### src/s2m_pkg.sv
`default_nettype none

package s2m_pkg;

   // Burst writer FSM states
   typedef enum logic [1:0] {
      WAIT_DATA      = 2'h0,
      START_TRANSFER = 2'h1,
      TRANSFER       = 2'h2,
      WAIT_BRESP     = 2'h3
   } writer_state_t;

   // Bursts must not cross this address boundary
   localparam int BOUNDARY_BYTES = 4096;

   // Fixed beat size in bytes
   localparam int BYTES_PER_BEAT = 4;

endpackage

`default_nettype wire

### src/axi_pkg.sv
`default_nettype none

package axi_pkg;

   // Bus widths
   localparam int AXI_ADDR_W  = 16;
   localparam int AXI_DATA_W  = 32;
   localparam int AXI_STRB_W  = AXI_DATA_W / 8;
   localparam int AXI_LEN_W   = 8;
   localparam int AXI_SIZE_W  = 3;
   localparam int AXI_BURST_W = 2;
   localparam int AXI_RESP_W  = 2;

   // Only full 4-byte beats
   localparam logic [AXI_SIZE_W-1:0] AXI_SIZE_4B = 3'd2;

   // INCR bursts only
   localparam logic [AXI_BURST_W-1:0] AXI_BURST_INCR = 2'b01;

   // Write address channel payload
   typedef struct packed {
      logic [AXI_ADDR_W-1:0]  addr;
      logic [AXI_LEN_W-1:0]   len;
      logic [AXI_SIZE_W-1:0]  size;
      logic [AXI_BURST_W-1:0] burst;
   } axi_aw_t;

   // Write data channel payload
   typedef struct packed {
      logic [AXI_DATA_W-1:0] data;
      logic [AXI_STRB_W-1:0] strb;
      logic                  last;
   } axi_w_t;

   // Write response channel payload
   typedef struct packed {
      logic [AXI_RESP_W-1:0] resp;
   } axi_b_t;

endpackage

`default_nettype wire
### src/axis2axi_top.sv
`timescale 1ns/1ps
`default_nettype none

module axis2axi_top #(
   parameter int BURST_W = 3
) (
   input  wire logic                           clk_i,
   input  wire logic                           rst_i,

   input  wire logic [axi_pkg::AXI_ADDR_W-1:0] cfg_addr_i,
   input  wire logic                           cfg_valid_i,
   output logic                                cfg_ready_o,

   input  wire logic [axi_pkg::AXI_DATA_W-1:0] s_data_i,
   input  wire logic                           s_valid_i,
   output logic                                s_ready_o,

   output axi_pkg::axi_aw_t                    m_aw_o,
   output logic                                m_awvalid_o,
   input  wire logic                           m_awready_i,
   output axi_pkg::axi_w_t                     m_w_o,
   output logic                                m_wvalid_o,
   input  wire logic                           m_wready_i,
   input  wire axi_pkg::axi_b_t                m_b_i,
   input  wire logic                           m_bvalid_i,
   output logic                                m_bready_o
);

   import axi_pkg::*;

   // FIFO holds two full bursts
   localparam int BUF_ADDR_W = BURST_W + 1;

   logic                  mem_w_en;
   logic [BUF_ADDR_W-1:0] mem_w_addr;
   logic [AXI_DATA_W-1:0] mem_w_data;
   logic                  mem_r_en;
   logic [BUF_ADDR_W-1:0] mem_r_addr;
   logic [AXI_DATA_W-1:0] mem_r_data;

   axis2axi_in #(
      .BURST_W(BURST_W)
   ) writer_i (
      .clk_i       (clk_i),
      .rst_i       (rst_i),
      .cfg_addr_i  (cfg_addr_i),
      .cfg_valid_i (cfg_valid_i),
      .cfg_ready_o (cfg_ready_o),
      .s_data_i    (s_data_i),
      .s_valid_i   (s_valid_i),
      .s_ready_o   (s_ready_o),
      .m_aw_o      (m_aw_o),
      .m_awvalid_o (m_awvalid_o),
      .m_awready_i (m_awready_i),
      .m_w_o       (m_w_o),
      .m_wvalid_o  (m_wvalid_o),
      .m_wready_i  (m_wready_i),
      .m_b_i       (m_b_i),
      .m_bvalid_i  (m_bvalid_i),
      .m_bready_o  (m_bready_o),
      .mem_w_en_o  (mem_w_en),
      .mem_w_addr_o(mem_w_addr),
      .mem_w_data_o(mem_w_data),
      .mem_r_en_o  (mem_r_en),
      .mem_r_addr_o(mem_r_addr),
      .mem_r_data_i(mem_r_data)
   );

   fifo_ram_2p #(
      .ADDR_W(BUF_ADDR_W),
      .DATA_W(AXI_DATA_W)
   ) ram_i (
      .clk_i   (clk_i),
      .w_en_i  (mem_w_en),
      .w_addr_i(mem_w_addr),
      .w_data_i(mem_w_data),
      .r_en_i  (mem_r_en),
      .r_addr_i(mem_r_addr),
      .r_data_o(mem_r_data)
   );

endmodule

`default_nettype wire

### src/axis2axi_in.sv
`timescale 1ns/1ps
`default_nettype none

module axis2axi_in #(
   parameter int BURST_W = 3
) (
   input  wire logic                           clk_i,
   input  wire logic                           rst_i,

   // Start address of the next block
   input  wire logic [axi_pkg::AXI_ADDR_W-1:0] cfg_addr_i,
   input  wire logic                           cfg_valid_i,
   output logic                                cfg_ready_o,

   // Stream input
   input  wire logic [axi_pkg::AXI_DATA_W-1:0] s_data_i,
   input  wire logic                           s_valid_i,
   output logic                                s_ready_o,

   // AXI4 write master
   output axi_pkg::axi_aw_t                    m_aw_o,
   output logic                                m_awvalid_o,
   input  wire logic                           m_awready_i,
   output axi_pkg::axi_w_t                     m_w_o,
   output logic                                m_wvalid_o,
   input  wire logic                           m_wready_i,
   input  wire axi_pkg::axi_b_t                m_b_i,
   input  wire logic                           m_bvalid_i,
   output logic                                m_bready_o,

   // FIFO storage
   output logic                                mem_w_en_o,
   output logic      [BURST_W:0]               mem_w_addr_o,
   output logic      [axi_pkg::AXI_DATA_W-1:0] mem_w_data_o,
   output logic                                mem_r_en_o,
   output logic      [BURST_W:0]               mem_r_addr_o,
   input  wire logic [axi_pkg::AXI_DATA_W-1:0] mem_r_data_i
);

   import axi_pkg::*;
   import s2m_pkg::*;

   localparam int BURST_SIZE = 2 ** BURST_W;
   localparam int BUF_W      = BURST_W + 1;
   localparam int BOUND_W    = $clog2(BOUNDARY_BYTES);
   localparam int BEAT_SHIFT = $clog2(BYTES_PER_BEAT);

   writer_state_t          state_q;
   writer_state_t          state_d;
   logic [AXI_ADDR_W-1:0]  addr_q;
   logic [BURST_W:0]       awlen_q;
   logic [BURST_W:0]       beat_cnt_q;

   logic [BUF_W:0]         fifo_level;
   logic [AXI_DATA_W-1:0]  fifo_rd_data;
   logic                   fifo_empty;
   logic                   fifo_full;
   logic                   fifo_wr_en;
   logic                   fifo_rd_en;

   logic                   full_burst_ok;
   logic                   short_burst_ok;
   logic                   start_burst;
   logic                   cfg_hs;
   logic                   w_hs;
   logic                   last_beat;
   logic [BURST_W:0]       size_raw;
   logic [BURST_W:0]       burst_size;
   logic [BOUND_W:0]       bytes_to_bound;
   logic [BOUND_W:0]       beats_to_bound;
   logic [BOUND_W:0]       burst_end;

   assign s_ready_o   = !fifo_full;
   assign cfg_ready_o = fifo_empty && (state_q == WAIT_DATA);
   assign m_bready_o  = 1'b1;

   assign fifo_wr_en = s_valid_i && !fifo_full;
   assign cfg_hs     = cfg_valid_i && cfg_ready_o;
   assign w_hs       = m_wvalid_o && m_wready_i;
   assign last_beat  = (beat_cnt_q == awlen_q);

   // Full burst as soon as possible, short burst only when the stream pauses
   assign full_burst_ok  = (fifo_level >= (BUF_W + 1)'(BURST_SIZE));
   assign short_burst_ok = (fifo_level != '0) && !full_burst_ok && !s_valid_i;
   assign start_burst    = (state_q == WAIT_DATA) && (full_burst_ok || short_burst_ok);

   assign size_raw = full_burst_ok ? (BURST_W + 1)'(BURST_SIZE) : fifo_level[BURST_W:0];

   // Beats left before the next 4 KiB boundary
   assign bytes_to_bound = (BOUND_W + 1)'(BOUNDARY_BYTES) - {1'b0, addr_q[BOUND_W-1:0]};
   assign beats_to_bound = bytes_to_bound >> BEAT_SHIFT;
   assign burst_size     = ((BOUND_W + 1)'(size_raw) > beats_to_bound) ?
                           beats_to_bound[BURST_W:0] : size_raw;

   // First word is fetched at burst start, then one per accepted beat
   assign fifo_rd_en = start_burst || ((state_q == TRANSFER) && w_hs && !last_beat);

   assign m_awvalid_o = (state_q == START_TRANSFER);
   assign m_wvalid_o  = (state_q == TRANSFER);

   always_comb begin
      m_aw_o.addr  = addr_q;
      m_aw_o.len   = AXI_LEN_W'(awlen_q);
      m_aw_o.size  = AXI_SIZE_4B;
      m_aw_o.burst = AXI_BURST_INCR;
      m_w_o.data   = fifo_rd_data;
      m_w_o.strb   = '1;
      m_w_o.last   = last_beat;
   end

   always_comb begin
      state_d = state_q;
      case (state_q)
         WAIT_DATA: begin
            if (start_burst) begin
               state_d = START_TRANSFER;
            end
         end
         START_TRANSFER: begin
            if (m_awready_i) begin
               state_d = TRANSFER;
            end
         end
         TRANSFER: begin
            if (w_hs && last_beat) begin
               state_d = WAIT_BRESP;
            end
         end
         WAIT_BRESP: begin
            if (m_bvalid_i) begin
               state_d = WAIT_DATA;
            end
         end
         default: state_d = WAIT_DATA;
      endcase
   end

   always_ff @(posedge clk_i) begin
      if (rst_i) begin
         state_q    <= WAIT_DATA;
         addr_q     <= '0;
         awlen_q    <= '0;
         beat_cnt_q <= '0;
      end else begin
         state_q <= state_d;
         if (cfg_hs) begin
            addr_q <= cfg_addr_i;
         end else if ((state_q == WAIT_BRESP) && m_bvalid_i) begin
            addr_q <= addr_q + (AXI_ADDR_W'(awlen_q + 1'b1) << BEAT_SHIFT);
         end
         if (start_burst) begin
            awlen_q    <= burst_size - 1'b1;
            beat_cnt_q <= '0;
         end else if ((state_q == TRANSFER) && w_hs) begin
            beat_cnt_q <= beat_cnt_q + 1'b1;
         end
      end
   end

   fifo_sync #(
      .ADDR_W(BUF_W)
   ) fifo_i (
      .clk_i       (clk_i),
      .rst_i       (rst_i),
      .w_en_i      (fifo_wr_en),
      .w_data_i    (s_data_i),
      .w_full_o    (fifo_full),
      .r_en_i      (fifo_rd_en),
      .r_data_o    (fifo_rd_data),
      .r_empty_o   (fifo_empty),
      .level_o     (fifo_level),
      .mem_w_en_o  (mem_w_en_o),
      .mem_w_addr_o(mem_w_addr_o),
      .mem_w_data_o(mem_w_data_o),
      .mem_r_en_o  (mem_r_en_o),
      .mem_r_addr_o(mem_r_addr_o),
      .mem_r_data_i(mem_r_data_i)
   );

   // End offset of the current burst within its 4 KiB page
   assign burst_end = {1'b0, addr_q[BOUND_W-1:0]} +
                      ((BOUND_W + 1)'(awlen_q + 1'b1) << BEAT_SHIFT);

   a_aw_stable: assert property (@(posedge clk_i) disable iff (rst_i)
      m_awvalid_o && !m_awready_i |=> m_awvalid_o && $stable(m_aw_o))
      else $error("axis2axi_in: AW payload changed under stall");

   a_no_4k_cross: assert property (@(posedge clk_i) disable iff (rst_i)
      m_awvalid_o |-> burst_end <= (BOUND_W + 1)'(BOUNDARY_BYTES))
      else $error("axis2axi_in: burst crosses a 4 KiB boundary");

   // Sizing at burst start must cover every later beat read
   a_rd_not_empty: assert property (@(posedge clk_i) disable iff (rst_i)
      fifo_rd_en |-> !fifo_empty)
      else $error("axis2axi_in: beat read from an empty FIFO");

   a_bresp_known: assert property (@(posedge clk_i) disable iff (rst_i)
      m_bvalid_i && (state_q == WAIT_BRESP) |-> !$isunknown(m_b_i))
      else $error("axis2axi_in: unknown write response");

endmodule

`default_nettype wire

### src/fifo_sync.sv
`timescale 1ns/1ps
`default_nettype none

module fifo_sync #(
   parameter int ADDR_W = 4
) (
   input  wire logic                           clk_i,
   input  wire logic                           rst_i,

   // Write side
   input  wire logic                           w_en_i,
   input  wire logic [axi_pkg::AXI_DATA_W-1:0] w_data_i,
   output logic                                w_full_o,

   // Read side, data follows r_en_i by one cycle
   input  wire logic                           r_en_i,
   output logic      [axi_pkg::AXI_DATA_W-1:0] r_data_o,
   output logic                                r_empty_o,

   output logic      [ADDR_W:0]                level_o,

   // External RAM
   output logic                                mem_w_en_o,
   output logic      [ADDR_W-1:0]              mem_w_addr_o,
   output logic      [axi_pkg::AXI_DATA_W-1:0] mem_w_data_o,
   output logic                                mem_r_en_o,
   output logic      [ADDR_W-1:0]              mem_r_addr_o,
   input  wire logic [axi_pkg::AXI_DATA_W-1:0] mem_r_data_i
);

   // Pointers carry one extra wrap bit
   logic [ADDR_W:0] w_ptr_q;
   logic [ADDR_W:0] r_ptr_q;
   logic [ADDR_W:0] level_q;
   logic            wr_ok;
   logic            rd_ok;

   // Same slot, opposite wrap means full
   assign w_full_o  = (w_ptr_q[ADDR_W] != r_ptr_q[ADDR_W]) &&
                      (w_ptr_q[ADDR_W-1:0] == r_ptr_q[ADDR_W-1:0]);
   assign r_empty_o = (w_ptr_q == r_ptr_q);

   // Requests on a full or empty FIFO are dropped
   assign wr_ok = w_en_i && !w_full_o;
   assign rd_ok = r_en_i && !r_empty_o;

   assign mem_w_en_o   = wr_ok;
   assign mem_w_addr_o = w_ptr_q[ADDR_W-1:0];
   assign mem_w_data_o = w_data_i;
   assign mem_r_en_o   = rd_ok;
   assign mem_r_addr_o = r_ptr_q[ADDR_W-1:0];
   assign r_data_o     = mem_r_data_i;

   assign level_o = level_q;

   always_ff @(posedge clk_i) begin
      if (rst_i) begin
         w_ptr_q <= '0;
         r_ptr_q <= '0;
         level_q <= '0;
      end else begin
         if (wr_ok) begin
            w_ptr_q <= w_ptr_q + 1'b1;
         end
         if (rd_ok) begin
            r_ptr_q <= r_ptr_q + 1'b1;
         end
         // Simultaneous read and write keeps the level
         if (wr_ok && !rd_ok) begin
            level_q <= level_q + 1'b1;
         end else if (rd_ok && !wr_ok) begin
            level_q <= level_q - 1'b1;
         end
      end
   end

   // Level counter agrees with the pointer distance
   a_level_ptrs: assert property (@(posedge clk_i) disable iff (rst_i)
      level_q == w_ptr_q - r_ptr_q)
      else $error("fifo_sync: level does not match the pointers");

endmodule

`default_nettype wire

### src/fifo_ram_2p.sv
`timescale 1ns/1ps
`default_nettype none

module fifo_ram_2p #(
   parameter int ADDR_W = 4,
   parameter int DATA_W = 32
) (
   input  wire logic              clk_i,

   // Write port
   input  wire logic              w_en_i,
   input  wire logic [ADDR_W-1:0] w_addr_i,
   input  wire logic [DATA_W-1:0] w_data_i,

   // Read port
   input  wire logic              r_en_i,
   input  wire logic [ADDR_W-1:0] r_addr_i,
   output logic      [DATA_W-1:0] r_data_o
);

   localparam int DEPTH = 2 ** ADDR_W;

   logic [DATA_W-1:0] mem [DEPTH];

   always_ff @(posedge clk_i) begin
      if (w_en_i) begin
         mem[w_addr_i] <= w_data_i;
      end
   end

   // Read data holds between reads
   always_ff @(posedge clk_i) begin
      if (r_en_i) begin
         r_data_o <= mem[r_addr_i];
      end
   end

endmodule

`default_nettype wire

### config.mk
export PLATFORM = sky130hd
export DESIGN_NAME = axis2axi_top
export DESIGN_NICKNAME = d
export VERILOG_FILES = /design/src/s2m_pkg.sv /design/src/axi_pkg.sv /design/src/axis2axi_top.sv /design/src/axis2axi_in.sv /design/src/fifo_sync.sv /design/src/fifo_ram_2p.sv
export SDC_FILE = /design/constraint.sdc
export NUM_CORES = 1
export LEC_CHECK = 0
export ABC_AREA = 1
export BUFFER_PORTS_ARGS = -buffer_cell sky130_fd_sc_hd__buf_2
export CORE_MARGIN = 10
export CORE_UTILIZATION = 61
export DETAILED_ROUTE_END_ITERATION = 6
export GPL_ROUTABILITY_DRIVEN = 0
export PLACE_DENSITY_LB_ADDON = 0.1
export RECOVER_POWER = 100
export REMOVE_ABC_BUFFERS = 1
export SYNTH_ARGS = -nofsm -noshare
export SYNTH_HDL_FRONTEND = slang
export SYNTH_SLANG_ARGS = --single-unit
### constraint.sdc
create_clock -name clk_i -period 3.9 [get_ports clk_i]
set_input_delay 0.39 -clock clk_i [delete_from_list [all_inputs] [get_ports clk_i]]
set_output_delay 0.39 -clock clk_i [all_outputs]
set_load 0.05 [all_outputs]
Yosys cells after proc, flatten, opt, wreduce, memory -nomap -nowiden
Memories as Yosys holds them, arrays and structs flattened. A register that Yosys moved wholly into a read port is not among the register bits.
Cells that the tools add are included.
{"block": "word_totals", "in_bits": 57, "ramBits": 512, "latch_bits": 0, "romBits": 0, "out_inout_bits": 71, "ff_bits": 41, "wordCells": 74, "mem_count": 1}
{"block": "op_classes", "n_bitwise": 0, "n_eq_ne": 11, "mul": 0, "n_reduce_logical": 31, "addsub": 9, "n_mux": 13, "order_cmp": 2, "div": 0, "shift": 0}
{"memory": "ram_i.mem", "words": 16, "width": 32, "rd": 1, "rd_ports_with_merged_regs": 1, "write_ports": 1, "line_no": "fifo_ram_2p.sv:23", "text": "logic [DATA_W-1:0] mem [DEPTH];"}
{"cell": "16-bit 2-to-1 mux", "n": 2}
{"cell": "16-bit adder", "n": 1}
{"cell": "1-bit logical AND", "n": 16}
{"cell": "5-bit by 1-bit adder with 5-bit output (second input constant)", "n": 3}
{"cell": "13-bit by 12-bit subtractor with 13-bit output (first input constant)", "n": 1}
{"cell": "4-bit by 11-bit > comparator with 1-bit output", "n": 1}
{"cell": "5-bit 2-to-1 mux", "n": 2}
{"cell": "4-bit == test", "n": 2}
{"cell": "2-bit 2-to-1 mux", "n": 4}
{"cell": "4-bit 2-to-1 mux", "n": 2}
{"cell": "2-bit case mux with 4 select lines", "n": 1}
{"cell": "1-bit logical NOT", "n": 7}
{"cell": "4-bit by 1-bit adder with 5-bit output (second input constant)", "n": 1}
{"cell": "5-bit == test", "n": 1}
{"cell": "5-bit by 4-bit >= comparator with 1-bit output (second input constant)", "n": 1}
{"cell": "5-bit nonzero test", "n": 1}
{"cell": "5-bit by 1-bit subtractor with 5-bit output (second input constant)", "n": 1}
{"cell": "4-bit by 1-bit adder with 4-bit output (second input constant)", "n": 1}
{"cell": "2-bit == test (second input constant)", "n": 2}
{"cell": "2-bit by 1-bit != test with 1-bit output (second input constant)", "n": 2}
{"cell": "2-bit != test (second input constant)", "n": 2}
{"cell": "4-bit AND reduction", "n": 1}
{"cell": "2-bit nonzero test", "n": 2}
{"cell": "4-bit by 1-bit subtractor with 4-bit output (second input constant)", "n": 1}
{"cell": "other kinds (6)", "n": 8}

Logic depth before layout (Yosys ltp)
{"block": "logic_depth", "ltp_word": 11, "depth_mapped": 21, "mapped_depth_nobuf": 21}

Cells and area by module
From an unflattened synthesis, not the netlist that was laid out.
{"block": "hier_totals", "hier_cells": 2666, "area_unflattened_um2": 26735.6}
{"mod": "fifo_ram_2p", "n_inst": 1, "area_each_um2": 23050.9, "cells_per_inst": 2120}
{"mod": "axis2axi_in", "n_inst": 1, "area_each_um2": 2165.8, "cells_per_inst": 332}
{"mod": "fifo_sync", "n_inst": 1, "area_each_um2": 1519.0, "cells_per_inst": 214}

Least setup slack after synthesis
OpenSTA, ideal clock, no wires.
{"block": "synth_timing", "path_kind": "reg2reg", "startpoint": "register writer_i.fifo_i.w_ptr_q[2]", "endpoint": "register writer_i.fifo_i.w_ptr_q[4]", "setup_time_ns": 0.117, "path_stages_with_launch": 12, "arrival_ns": 3.257, "slack_ns": 0.526, "synth_period_minus_slack_ns": 3.374, "path_cell_list": "dfxtp_1 inv_1 nor2_1 nor3_2 nand3b_1 nand2_1 inv_2 nand2_2 nor2_1 nand2_1 nand2_1 o21ba_2"}
{"block": "synth_via", "elab_chain_len": 5, "elab_cells_between_ends": 6, "classes_between": "1 x add/sub; 1 x eq/ne; 4 x reduce/logical"}
{"item": "from (decl)", "line_no": "fifo_sync.sv:32", "text": "logic [ADDR_W:0] w_ptr_q;"}
{"item": "from (signal assigned)", "line_no": "fifo_sync.sv:63", "text": "w_ptr_q <= w_ptr_q + 1'b1;"}
{"item": "4-bit == test (*)", "line_no": "fifo_sync.sv:40", "text": "(w_ptr_q[ADDR_W-1:0] == r_ptr_q[ADDR_W-1:0]);"}
{"item": "1-bit logical AND (*)", "line_no": "fifo_sync.sv:39", "text": "assign w_full_o = (w_ptr_q[ADDR_W] != r_ptr_q[ADDR_W]) &&"}
{"item": "1-bit logical NOT (*)"}
{"item": "via s_ready_o", "line_no": "axis2axi_top.sv:16", "text": "output logic s_ready_o,"}
{"item": "1-bit logical AND", "line_no": "axis2axi_in.sv:77", "text": "assign fifo_wr_en = s_valid_i && !fifo_full;"}
{"item": "1-bit logical AND (*)", "line_no": "fifo_sync.sv:44", "text": "assign wr_ok = w_en_i && !w_full_o;"}
{"item": "via mem_w_en", "line_no": "axis2axi_top.sv:34", "text": "logic mem_w_en;"}
The timed path passes the listed nets; every way through them passes the cells marked *.
A chain may end at the register's enable or synchronous reset.

Worst setup path after layout
{"block": "layout_timing", "startpoint": "register writer_i.fifo_i.r_ptr_q[1]", "endpoint": "register ram_i.r_data_o[27] (read register of ram_i.mem), data pin"}
{"block": "layout_via", "elab_chain_len": 3}
{"item": "from (decl)", "line_no": "fifo_sync.sv:33", "text": "logic [ADDR_W:0] r_ptr_q;"}
{"item": "from (signal assigned)", "line_no": "fifo_sync.sv:66", "text": "r_ptr_q <= r_ptr_q + 1'b1;"}
{"item": "5-bit == test", "line_no": "fifo_sync.sv:41", "text": "assign r_empty_o = (w_ptr_q == r_ptr_q);"}
{"item": "1-bit logical NOT", "line_no": "fifo_sync.sv:45", "text": "assign rd_ok = r_en_i && !r_empty_o;"}
{"item": "1-bit logical AND", "line_no": "fifo_sync.sv:45"}
{"item": "to (decl)", "line_no": "fifo_ram_2p.sv:18", "text": "output logic [DATA_W-1:0] r_data_o"}
Several ways; a longest one is shown, not always the timed one.

==> key figures <==
STA
  • Final hold viol count: 0
  • Setup ws final: 590 ps
  • Final clock period utilization by the worst path: 84.9%
  • Fin Hold WS: 70.6 ps
  • Setup TNS: 0 ps
  • Slew Limit Fails: 67
  • Slew of the pin with the lowest slew margin: 1520 ps
  • Skew final: 16.0 ps
  • RSZ-0062 raised after global routing: false
  • Final setup vio count: 0
  • Relative slew slack: -1.29%
  • Fmax: 302 MHz
  • Min Tclk post-route: 3310 ps

Place
  • Pre-CTS WS: 1180 ps
  • Hpwl dp: 28200 um
  • Placed Cells incl. Taps: 2437
  • PortBufs: 111

Setup path
  • CP Capture Type: flip-flop
  • CP cell instances: buf_4, clkbuf_2, o21ai_0, o221ai_1, o211ai_1, nand3_1
  • Slowest stage delay, CP: 1190 ps
  • Worst R2R Setup Slack: 590 ps
  • Worst Path Required: 4330 ps
  • Worst r2r src: writer_i.fifo_i.r_ptr_q[1]
  • Critical Path Source Type: flip-flop
  • CP top delay family: buffers and inverters
  • Crit Path Category: reg2reg
  • Crit path launch: writer_i.fifo_i.r_ptr_q[1]
  • CP Max Fanout: 66
  • Slowest stage cell, crit path: clkbuf_2
  • Setup crit end: ram_i.r_data_o[27]
  • Arrival @ worst endpoint: 3740 ps
  • Register-to-Register Path Depth: 6
  • CP Buf/Inv Count: 2
  • Cell count along the critical path: 6
  • Worst reg2reg endpoint: ram_i.r_data_o[27]

Die
  • Die Wd: 217 um
  • Full die area: 0.0471 mm^2
  • Core Box Area: 0.0386 mm^2
  • # IOs: 128
  • Starting density of the core: 61.5%
  • Die Ht: 217 um
  • # rows: 72

Logic synthesis
  • Largest area contributor in the netlist: edfxtp_1
  • Post-Syn Area per Cell: 12.6 um^2
  • Most frequent cell after synthesis: edfxtp_1
  • Async set-reset flop share out of synthesis: 0%
  • Seq cells post-synth: 585
  • Sequential share of the synthesized area: 72.4%
  • Synth Flop Type: edfxtp_1
  • Netlist cell types: 43
  • Top-area cell type share of the netlist area: 68.9%
  • Most frequent cells after synthesis: edfxtp_1, nor2_1, o21ai_0
  • Ranking of synthesized cells by area: edfxtp_1, o21ai_0, nor2_1
  • Mapped Cells: 1886
  • Netlist Area Pre-Place: 0.0237 mm^2
  • EDFF count, synth: 544
  • Yosys warning count: 0

GRT
  • First-pass GRT wire length: 84500 um
  • Vias in the first global route: 14906
  • Initial antenna violation count: 2
  • Overflow after GRT: 0
  • Total GRT Usage: 23.0%
  • Largest net degree at the start of global routing: 259

Final layout
  • Layout fillers: 2813
  • Final non-filler cell total: 2542
  • Synthesis-to-finish area growth: 11.4%
  • Layout cells sized above 1: 8.30%
  • Nets: 2061

Pwr
  • Peak supply drop: 0.000791 V
  • PD cells: 693 mW/mm^2
  • Pwr Total: 18300 uW
  • LEAKAGE: 0.00889 uW

Outcome
  • Failing checks: max-capacitance violations, max-slew violations
  • Status: complete, but fails checks

Clocking
  • Number of setup buffers added after CTS: 0
  • Root buf cell: clkbuf_16
  • Max Buffers Root-to-Sink: 3
  • Hold_buf cts: 0
  • Cts bufs inserted: 56
  • # clock sinks: 585
  • Clock latency on the worst-skew pair: 610 ps
  • Clock slew at reported path FFs: 60 ps
  • H-Tree Depth: 2
  • Post-cts gate resize count: 0
  • TritonCTS clock tree: built

Worst hold path
  • HP Class: in2reg

Drt
  • Antenna Nets Post-Route: 0
  • Vias: 15331
  • Vias per cell: 6.03
  • Drt first-iter violations: 1673
  • Routed wire length: 54900 um
  • WL/cell: 21.6 um
  • DR pass1 iterations: 5
  • DR DRC count: 0

Run
  • Max cap viols: 1
## worst min path at each step
stage	from	end	slack [ps]	cells past startpoint
after floorplan	writer_i.fifo_i.level_o[4]	writer_i.fifo_i.level_o[4]	460	2
after global placement	writer_i.fifo_i.level_o[4]	writer_i.fifo_i.level_o[4]	470	2
after detailed placement	writer_i.fifo_i.level_o[4]	writer_i.fifo_i.level_o[4]	480	2
after CTS	cfg_addr_i[8]	writer_i.addr_q[8]	50	3
after global routing	cfg_addr_i[3]	writer_i.addr_q[3]	80	3
final	cfg_addr_i[9]	writer_i.addr_q[9]	70	3
## logic make-up after synthesis
kind of cell    Yosys count  synth area share [%]
buf+inv                 184                  3.29
fa+ha+maj                27                  1.49
compound gates          474                  11.6
xor+xnor                 20                 0.739
flops                   585                  72.4
other cells               2                0.0317
simple gates            594                  10.5
## cell type report
cell class | count | area (um^2) | share of cell area, %
Sequential cell | 585 | 17200 | 65.0
Multi-Input combinational cell | 1129 | 5830 | 22.1
Clock buffer | 73 | 1520 | 5.75
Timing Repair Buffer | 146 | 702 | 2.66
Tap cell | 518 | 648 | 2.45
Clock inverter | 31 | 313 | 1.18
Inverter | 59 | 228 | 0.862
Antenna cell | 1 | 2.50 | 0.00948
## through the flow
stage	instance area, um^2	utilization [%]
finish	26400	68.5
CTS	26700	69.1
floorplan	23200	-
global placement	24800	64.4
detailed placement	24800	64.4
global route	26400	68.5
## state kept, by name, summed over array words and instances (netlist names)
signal	flops
writer_i.state_q	2
writer_i.fifo_i.w_ptr_q	5
writer_i.fifo_i.r_ptr_q	5
writer_i.fifo_i.level_o	5
ram_i.r_data_o	32
writer_i.awlen_q	4
writer_i.beat_cnt_q	4
ram_i.mem	512
writer_i.addr_q	16
## cell usage in the layout (no fill, tap or decap), types with 2 or more instances in the layout
cell type   count
o21ai_0       286
buf_2          22
o22ai_1        77
inv_2           2
dfxtp_4         2
xnor2_1         5
edfxtp_1      544
o221ai_1       53
conb_1         14
clkbuf_1      105
o21bai_1        2
buf_4          22
clkinv_1       12
buf_12          2
nand3b_1        2
nor3_1         10
a31oi_1         4
nand3_1        83
nand4_1         8
nor2_4         13
nor2_1        300
o211ai_1       15
dfxtp_1        38
nand2_2         5
a211oi_1        3
clkinvlp_4      4
xor2_1         15
a21oi_1        30
clkbuf_16      58
fa_1            2
nand2_1       165
nor2_2          6
ha_1           25
clkbuf_2        9
inv_1          54
clkinv_2        9
bufinv_16       6
## routing by layer
| metal | global-route usage [%] | share of wire (%) | vias to the layer above |
|---|---|---|---|
| met2 | 36.6 | 48 | 595 |
| met1 | 31.8 | 42 | 7541 |
| met3 | 3.84 | 7.6 | 105 |
| met4 | 7.92 | 2.6 | 2 |
| li1 | - | - | 7088 |
| met5 | 0 | 0.018 | - |
## power by group
part | internal [uW] | switching (uW) | total, uW
combinational | 1440 | 3970 | 5410
clock | 3130 | 2240 | 5370
sequential | 7300 | 214 | 7510
## worst reg2reg max path, delay by kind of cell, from the launching register on
| family | cells | cell delay [ps] |
|---|---|---|
| AOI/OAI and AO/OA | 3 | 680 |
| buffers and inverters | 2 | 1740 |
| DFF | 1 | 540 |
| and+or+nand+nor | 1 | 180 |
(Power assumes the default switching activity.)
